<file path="config.mk">
export PLATFORM = sky130hd
export DESIGN_NAME = axi_st_d64_nordy_master_top
export DESIGN_NICKNAME = d
export VERILOG_FILES = /design/src/design/axi_st_link_pkg.sv /design/src/design/ll_auto_sync.sv /design/src/design/axi_st_d64_nordy_master_name.sv /design/src/design/axi_st_d64_nordy_master_concat.sv /design/src/design/axi_st_d64_nordy_master_top.sv
export SDC_FILE = /design/constraint.sdc
export NUM_CORES = 1
export LEC_CHECK = 0
export BUFFER_PORTS_ARGS = -buffer_cell sky130_fd_sc_hd__buf_2
export CORE_UTILIZATION = 48
export DETAILED_ROUTE_END_ITERATION = 8
export GPL_TIMING_DRIVEN = 1
export PLACE_DENSITY = 0.91
export SYNTH_ARGS = -nofsm -noshare
export SYNTH_HDL_FRONTEND = slang
export SYNTH_HIERARCHICAL = 1
export SYNTH_SLANG_ARGS = --single-unit
</file>
<file path="constraint.sdc">
create_clock -name clk_wr -period 3.3 [get_ports clk_wr]
set_input_delay 0.165 -clock clk_wr [delete_from_list [all_inputs] [get_ports clk_wr]]
set_output_delay 0.165 -clock clk_wr [all_outputs]
set_load 0.01 [all_outputs]
</file>
<file path="src/design/axi_st_link_pkg.sv">
// Shared definitions for the AXI-stream die-to-die transmit link
//   Vector widths with a meaning (data, keep, delays, PHY word, debug)
//   Link word struct as packed for the PHY halves
//   Tx sync state encoding
//   PHY half layout positions for marker and strobe

package axi_st_link_pkg;

  // PHY half layout
  localparam int HALF_W      = 40;
  localparam int HALF_DATA_W = 37;
  // Strobe sits just below the marker in each half
  localparam int STB_POS     = 38;
  localparam int MRK_POS     = 39;
  localparam int MARKER_W    = 1;

  // User stream fields
  typedef logic [63:0] data_t;
  typedef logic [7:0]  keep_t;

  // Online delay and sync window counts
  typedef logic [15:0] delay_t;

  // One PHY channel, two halves
  typedef logic [2*HALF_W-1:0] phy_word_t;

  typedef logic [31:0] debug_t;

  // 74-bit link word, valid on top, data at the bottom
  typedef struct packed {
    logic  tvalid;
    logic  tlast;
    keep_t tkeep;
    data_t tdata;
  } st_word_t;

  // Tx side qualification
  typedef enum logic [1:0] {
    SYNC_OFFLINE = 2'd0,
    SYNC_DELAY   = 2'd1,
    SYNC_WINDOW  = 2'd2,
    SYNC_ONLINE  = 2'd3
  } sync_state_t;

endpackage

</file>
<file path="src/design/ll_auto_sync.sv">
// Online qualification for the logic link
//   Rx online delay counter
//   Tx online FSM with a shared delay/window counter
//   Marker and strobe gating into the sync window

`timescale 1ns/10ps

module ll_auto_sync import axi_st_link_pkg::*; #(
  parameter bit PERSISTENT_MARKER = 1'b0,
  parameter bit PERSISTENT_STROBE = 1'b0
) (
  input  logic                clk_wr,
  input  logic                rst_n,
  input  logic                tx_online,
  input  logic                rx_online,
  input  delay_t              delay_x_value,
  input  delay_t              delay_y_value,
  input  delay_t              delay_z_value,
  input  logic [MARKER_W-1:0] tx_mrk_userbit,
  input  logic                tx_stb_userbit,
  output logic                tx_online_delay,
  output logic                rx_online_delay,
  output logic [MARKER_W-1:0] tx_auto_mrk_userbit,
  output logic                tx_auto_stb_userbit
);

  delay_t      rx_cnt;
  delay_t      tx_cnt;
  sync_state_t state;
  logic        in_window;
  logic        mrk_en;
  logic        stb_en;

  ////////////////////////////////////////////////////////////////////////////
  // Rx side

  // Count consecutive high samples, drop at once on a low sample
  always_ff @(posedge clk_wr) begin
    if (!rst_n || !rx_online) begin
      rx_cnt          <= '0;
      rx_online_delay <= 1'b0;
    end else if (rx_cnt == delay_x_value) begin
      rx_online_delay <= 1'b1;
    end else begin
      rx_cnt <= rx_cnt + 1'b1;
    end
  end

  ////////////////////////////////////////////////////////////////////////////
  // Tx side

  always_ff @(posedge clk_wr) begin
    if (!rst_n || !tx_online) begin
      state  <= SYNC_OFFLINE;
      tx_cnt <= '0;
    end else begin
      case (state)
        // Offline and delay share the count of high samples
        SYNC_OFFLINE, SYNC_DELAY: begin
          if (tx_cnt == delay_y_value) begin
            tx_cnt <= '0;
            // Zero window goes straight to online
            state  <= (delay_z_value == '0) ? SYNC_ONLINE : SYNC_WINDOW;
          end else begin
            tx_cnt <= tx_cnt + 1'b1;
            state  <= SYNC_DELAY;
          end
        end
        // Window counts from the edge where online rose
        SYNC_WINDOW: begin
          if (tx_cnt == delay_z_value - 1'b1) begin
            tx_cnt <= '0;
            state  <= SYNC_ONLINE;
          end else begin
            tx_cnt <= tx_cnt + 1'b1;
          end
        end
        default: begin
          tx_cnt <= '0;
        end
      endcase
    end
  end

  // Online once delay is done
  assign tx_online_delay = (state == SYNC_WINDOW) || (state == SYNC_ONLINE);
  assign in_window       = (state == SYNC_WINDOW);

  // Persistent bits pass whenever online
  assign mrk_en = PERSISTENT_MARKER ? tx_online_delay : in_window;
  assign stb_en = PERSISTENT_STROBE ? tx_online_delay : in_window;

  assign tx_auto_mrk_userbit = tx_mrk_userbit & {MARKER_W{mrk_en}};
  assign tx_auto_stb_userbit = tx_stb_userbit & stb_en;

endmodule

</file>
<file path="src/design/axi_st_d64_nordy_master_name.sv">
// User side packing for the 64-bit no-ready AXI-stream master
//   Beat fields into the 74-bit link word
//   Word forced to zero while the far side is offline

`timescale 1ns/10ps

module axi_st_d64_nordy_master_name import axi_st_link_pkg::*; (
  input  keep_t    user_tkeep,
  input  data_t    user_tdata,
  input  logic     user_tlast,
  input  logic     user_tvalid,
  input  logic     rx_online,
  output st_word_t txfifo_st_data
);

  // No handshake, every beat is packed as presented
  always_comb begin
    txfifo_st_data = '0;
    // Nothing leaks before the far side is up
    if (rx_online) begin
      txfifo_st_data.tvalid = user_tvalid;
      txfifo_st_data.tlast  = user_tlast;
      txfifo_st_data.tkeep  = user_tkeep;
      txfifo_st_data.tdata  = user_tdata;
    end
  end

endmodule

</file>
<file path="src/design/axi_st_d64_nordy_master_concat.sv">
// PHY mapping for the no-ready AXI-stream master
//   Split of the link word into two 37-bit half payloads
//   Marker and strobe placement for gen1 and gen2
//   Registered 80-bit PHY word, zero while offline

`timescale 1ns/10ps

module axi_st_d64_nordy_master_concat import axi_st_link_pkg::*; (
  input  logic                clk_wr,
  input  logic                rst_n,
  input  st_word_t            tx_st_data,
  input  logic                m_gen2_mode,
  input  logic                tx_online,
  input  logic [MARKER_W-1:0] tx_mrk_userbit,
  input  logic                tx_stb_userbit,
  output phy_word_t           tx_phy0
);

  logic [HALF_DATA_W-1:0] lo_payload;
  logic [HALF_DATA_W-1:0] hi_payload;
  logic [HALF_W-1:0]      lo_half;
  logic [HALF_W-1:0]      hi_half;

  // One PHY half, spare bit above the payload stays zero
  function automatic logic [HALF_W-1:0] build_half(
    input logic [HALF_DATA_W-1:0] payload,
    input logic                   stb,
    input logic [MARKER_W-1:0]    mrk,
    input logic                   with_bits
  );
    logic [HALF_W-1:0] half;
    half = '0;
    half[HALF_DATA_W-1:0] = payload;
    if (with_bits) begin
      half[STB_POS]             = stb;
      half[MRK_POS +: MARKER_W] = mrk;
    end
    return half;
  endfunction

  ////////////////////////////////////////////////////////////////////////////
  // Half split

  // Low half carries the data end of the word
  assign lo_payload = tx_st_data[HALF_DATA_W-1:0];
  assign hi_payload = tx_st_data[2*HALF_DATA_W-1:HALF_DATA_W];

  // Gen2 keeps marker and strobe in the upper half only
  assign lo_half = build_half(lo_payload, tx_stb_userbit, tx_mrk_userbit, !m_gen2_mode);
  assign hi_half = build_half(hi_payload, tx_stb_userbit, tx_mrk_userbit, 1'b1);

  ////////////////////////////////////////////////////////////////////////////
  // Output register

  always_ff @(posedge clk_wr) begin
    if (!rst_n || !tx_online) begin
      tx_phy0 <= '0;
    end else begin
      tx_phy0 <= {hi_half, lo_half};
    end
  end

endmodule

</file>
<file path="src/design/axi_st_d64_nordy_master_top.sv">
// Top level of the 64-bit no-ready AXI-stream link master
//   Online sync block, user packing and PHY mapping
//   Direct link word path, no FIFO or credits
//   Debug status with the two delayed online bits

`timescale 1ns/10ps

module axi_st_d64_nordy_master_top import axi_st_link_pkg::*; (
  input  logic                clk_wr,
  input  logic                rst_n,

  // Link control
  input  logic                tx_online,
  input  logic                rx_online,

  // PHY channel
  output phy_word_t           tx_phy0,

  // Stream beat
  input  keep_t               user_tkeep,
  input  data_t               user_tdata,
  input  logic                user_tlast,
  input  logic                user_tvalid,

  output debug_t              tx_st_debug_status,

  // Configuration
  input  logic                m_gen2_mode,
  input  logic [MARKER_W-1:0] tx_mrk_userbit,
  input  logic                tx_stb_userbit,
  input  delay_t              delay_x_value,
  input  delay_t              delay_y_value,
  input  delay_t              delay_z_value
);

  st_word_t            txfifo_st_data;
  st_word_t            tx_st_data;
  logic [MARKER_W-1:0] tx_auto_mrk_userbit;
  logic                tx_auto_stb_userbit;
  logic                tx_online_delay;
  logic                rx_online_delay;

  ////////////////////////////////////////////////////////////////////////////
  // Online qualification

  ll_auto_sync #(
    .PERSISTENT_MARKER (1'b0),
    .PERSISTENT_STROBE (1'b0)
  ) ll_auto_sync_i (
    .clk_wr              (clk_wr),
    .rst_n               (rst_n),
    .tx_online           (tx_online),
    .rx_online           (rx_online),
    .delay_x_value       (delay_x_value),
    .delay_y_value       (delay_y_value),
    .delay_z_value       (delay_z_value),
    .tx_mrk_userbit      (tx_mrk_userbit),
    .tx_stb_userbit      (tx_stb_userbit),
    .tx_online_delay     (tx_online_delay),
    .rx_online_delay     (rx_online_delay),
    .tx_auto_mrk_userbit (tx_auto_mrk_userbit),
    .tx_auto_stb_userbit (tx_auto_stb_userbit)
  );

  // No ready, so the packed word goes straight to the PHY side
  assign tx_st_data = txfifo_st_data;

  // Tx online at bit 19, rx online at bit 18
  assign tx_st_debug_status = {12'h0, tx_online_delay, rx_online_delay, 18'h0};

  ////////////////////////////////////////////////////////////////////////////
  // User side and PHY side

  axi_st_d64_nordy_master_name axi_st_d64_nordy_master_name (
    .user_tkeep     (user_tkeep),
    .user_tdata     (user_tdata),
    .user_tlast     (user_tlast),
    .user_tvalid    (user_tvalid),
    .rx_online      (rx_online_delay),
    .txfifo_st_data (txfifo_st_data)
  );

  axi_st_d64_nordy_master_concat axi_st_d64_nordy_master_concat (
    .clk_wr         (clk_wr),
    .rst_n          (rst_n),
    .tx_st_data     (tx_st_data),
    .m_gen2_mode    (m_gen2_mode),
    .tx_online      (tx_online_delay),
    .tx_mrk_userbit (tx_auto_mrk_userbit),
    .tx_stb_userbit (tx_auto_stb_userbit),
    .tx_phy0        (tx_phy0)
  );

endmodule

</file>
==> metrics.cfg <==
[timing]
relSlewSlack=0.326
finalMaxSlewViolations=0
final_hold_viol_count=0
period_share=0.806
tightest_slew_ns=1.01
clock_skew_ns=0.00955
rsz0062_at_grt=false
achievable-frequency_mhz=376
final.min_clock_period_ns=2.66
setup_violations=0
setup_tns_ns=0

[min_path]
min_to=axi_st_d64_nordy_master_concat/tx_phy0[25]$_SDFF_PP0_
hold_depth=3
holdCritPathClass=input pin to register
hp-start=user_tdata[25]

[worst_setup_path]
path_delay_family=compound AO/OA/AOI/OAI gates
end_kind=register
reg2reg_to=ll_auto_sync_i/tx_cnt[14]$_SDFF_PP0_
cpPeakStageDelay_ns=0.54
required_ns=3.65
arrival_ns=3.01
regToRegStartpoint=ll_auto_sync_i/tx_cnt[4]$_SDFF_PP0_
worstPathCellList=xnor2_1 -> nand4_1 -> nor4_1 -> buf_4 -> nor3_1 -> a311o_1 -> o32ai_4 -> nor2_1
r2r_slack_ns=0.64
cpMaxStageDelayCell=o32ai_4
cp_max_fo=16
worst-path-buf-inv=1
critical_path_class=register to register
critPathLaunchType=register
rr_worst_depth=8

[die]
initial_core_util=0.497
io_pins=241
die_h_microns=108
coreArea_sq_mm=0.0109
fp-row-count=38
die_w_microns=108
die_area_sq_mm=0.0117

[grt]
grt_pass1_vias=4709
track_usage=0.252
overflow=0
antenna_found_initial=0
grt_max_degree=83
grt_pass1_wl_microns=22800

[synthesis]
synthAdderAreaFrac=0.00694
yosysWarnings=6
synth_simple_gate_area_frac=0.309
syn_area_sq_mm=0.00541
synth_xor_area_frac=0.134
avgSynthCellArea_sq_um=9.19
synth_cell_types=48
synth-compound-area-share=0.0289
synth_top_family_by_area=simple AND/OR/NAND/NOR gates
synth_cells=588
ys_seq_area_frac=0.418
ys_ff_latch=113
synth.area.mux_share=0.00579

[clock_network]
cts_tree=built
path_clk_slew_ns=0.06
numCtsBuffers=17
ctsHtreeMaxLevel=4
clkLatencyLatePin_ns=0.50
postCtsSetupBuffers=0
clock_path_buffers=2
cts.sink_count=113
root_buffer=clkbuf_8

[placed_design]
io_buffers=208
dp_hpwl_microns=9240
gp_congestion=0.894
placed_cell_area_sq_mm=0.00627

[pwr]
peakVddDrop_v=0.000383
powerDensity_mw_per_mm2=467
p_leak_nw=3.70

[routing]
viasPerCell=5.03
drtPass1Iterations=5
num_vias=4948
drc=0
wl_per_cell_microns=15.1
drt.antenna.violating_nets=0
routed_wl_microns=14900
drt_iter0_drc=402

[layout]
drive_above_1_share=0.308
nFillCells=798
most-common-layout-cells=buf_2, dfxtp_1, and2_1
finish.instance_area_sq_mm=0.00737
synthToLayoutAreaGrowth_pct=36.4
final_net_count=962
layout_commonest_cell=buf_2
utilization=0.677
diodes=0

[status]
outcome=finished clean

[run]
maxCapViolCount=0

[registers in the layout, indices dropped and copies added (netlist names)]
signal and cells:
ll_auto_sync_i/rx_cnt 16, ll_auto_sync_i/rx_online_delay 1, ll_auto_sync_i/tx_cnt 16, axi_st_d64_nordy_master_concat/tx_phy0 78, ll_auto_sync_i/state 2
[power breakdown]
group	internal [mW]	switching, mW
sequential	1.37	0.00363
clock	1.16	0.676
combinational	0.129	0.111
total	2.65	0.791
[cells in the mapped netlist, drive strengths merged]
master,number,area share
and4,3,0.0049
a31oi,2,0.0023
nor2,50,0.035
o21ai,2,0.0019
nor2b,1,0.0012
mux2,1,0.0021
xor2,38,0.062
or4,2,0.0035
or4b,2,0.0037
clkbuf,16,0.012
and4b,2,0.0037
ha,3,0.0069
dfxtp,113,0.42
and3,82,0.096
nand4,10,0.012
nand2,19,0.013
inv,6,0.0042
o31ai,2,0.0028
a311o,1,0.0019
and2b,1,0.0014
o32ai,1,0.0051
conb,2,0.0014
o2111ai,1,0.0016
a211oi,1,0.0014
o21bai,1,0.0014
a21oi,6,0.0056
nand3b,2,0.0028
nand3,15,0.015
o41a,1,0.0021
o211ai,1,0.0014
o41ai,1,0.0016
nor3,9,0.0093
and2,80,0.093
nor4,9,0.010
buf,53,0.079
xnor2,44,0.073
or3,3,0.0053
mux2i,2,0.0037
[worst reg2reg max path, delay by kind of cell, from the launching register on]
kind,cells,cell delay [ns]
buffers and inverters,1,0.20
AOI/OAI and AO/OA,2,0.95
DFF,1,0.52
and+or+nand+nor,4,0.69
xor gates and xnor gates,1,0.17
[worst max-delay path by stage]
| stage | startpoint | endpoint | slack [ns] | cells past startpoint |
|---|---|---|---|---|
| final | ll_auto_sync_i/tx_cnt[4]$_SDFF_PP0_ | ll_auto_sync_i/tx_cnt[14]$_SDFF_PP0_ | 0.64 | 8 |
| after global routing | ll_auto_sync_i/tx_cnt[5]$_SDFF_PP0_ | ll_auto_sync_i/tx_cnt[6]$_SDFF_PP0_ | 0.42 | 8 |
| after CTS | ll_auto_sync_i/tx_cnt[4]$_SDFF_PP0_ | ll_auto_sync_i/tx_cnt[14]$_SDFF_PP0_ | 0.65 | 8 |
| after detailed placement | delay_z_value[0] | ll_auto_sync_i/tx_cnt[14]$_SDFF_PP0_ | 0.50 | 9 |
| after global placement | delay_z_value[0] | ll_auto_sync_i/tx_cnt[15]$_SDFF_PP0_ | 0.57 | 9 |
| after floorplan | delay_z_value[0] | ll_auto_sync_i/tx_cnt[10]$_SDFF_PP0_ | 0.96 | 9 |
[final cells by class]
cell class                 count  area [sq um]  share of cell area
sequential                   113          2260               0.307
timing repair buffer         262          1570               0.213
clock buffer                  17           414              0.0562
inverter                       6          22.5             0.00305
tap                          140           175              0.0238
clock inverter                15           181              0.0246
multi-input combinational    430          2740               0.372
[stage by stage]
stage / instances / worst slack [ns] / power [mW] / hold WS, ns
after global routing: 983 / 0.419 / 3.57 / 0.0108
after CTS: 983 / 0.648 / 3.46 / 0.000720
after detailed placement: 900 / 0.502 / 1.59 / 0.444
after global placement: 900 / 0.574 / 1.58 / 0.440
after floorplan: 618 / 0.956 / 1.52 / 0.318
final: 983 / 0.640 / 3.45 / 0.0228
[metal layers]
metal | vias to the layer above | part of all wire | GRT usage
met5 | - | 0 | 0
met4 | 0 | 0.030 | 0.135
met3 | 37 | 0.058 | 0.0549
met2 | 222 | 0.51 | 0.444
met1 | 2312 | 0.40 | 0.282
li1 | 2377 | - | -
[kinds of logic (layout without fill, tap and decap cells)]
logic type / Yosys count / count (layout)
and+or+nand+nor: 290 / 290
muxes: 3 / 3
buffers and inverters: 75 / 300
other: 2 / 32
AOI/OAI and AO/OA: 20 / 20
xor gates and xnor gates: 82 / 82
DFF: 113 / 113
adders and majority gates: 3 / 3
[timing repair]
| action | in CTS | in global routing |
|---|---|---|
| endpoints found under the hold margin | 50 | 0 |
| resized for setup | 0 | 0 |
| hold buffers | 51 | 0 |
Note: power is estimated with default switching activity, not from simulation.
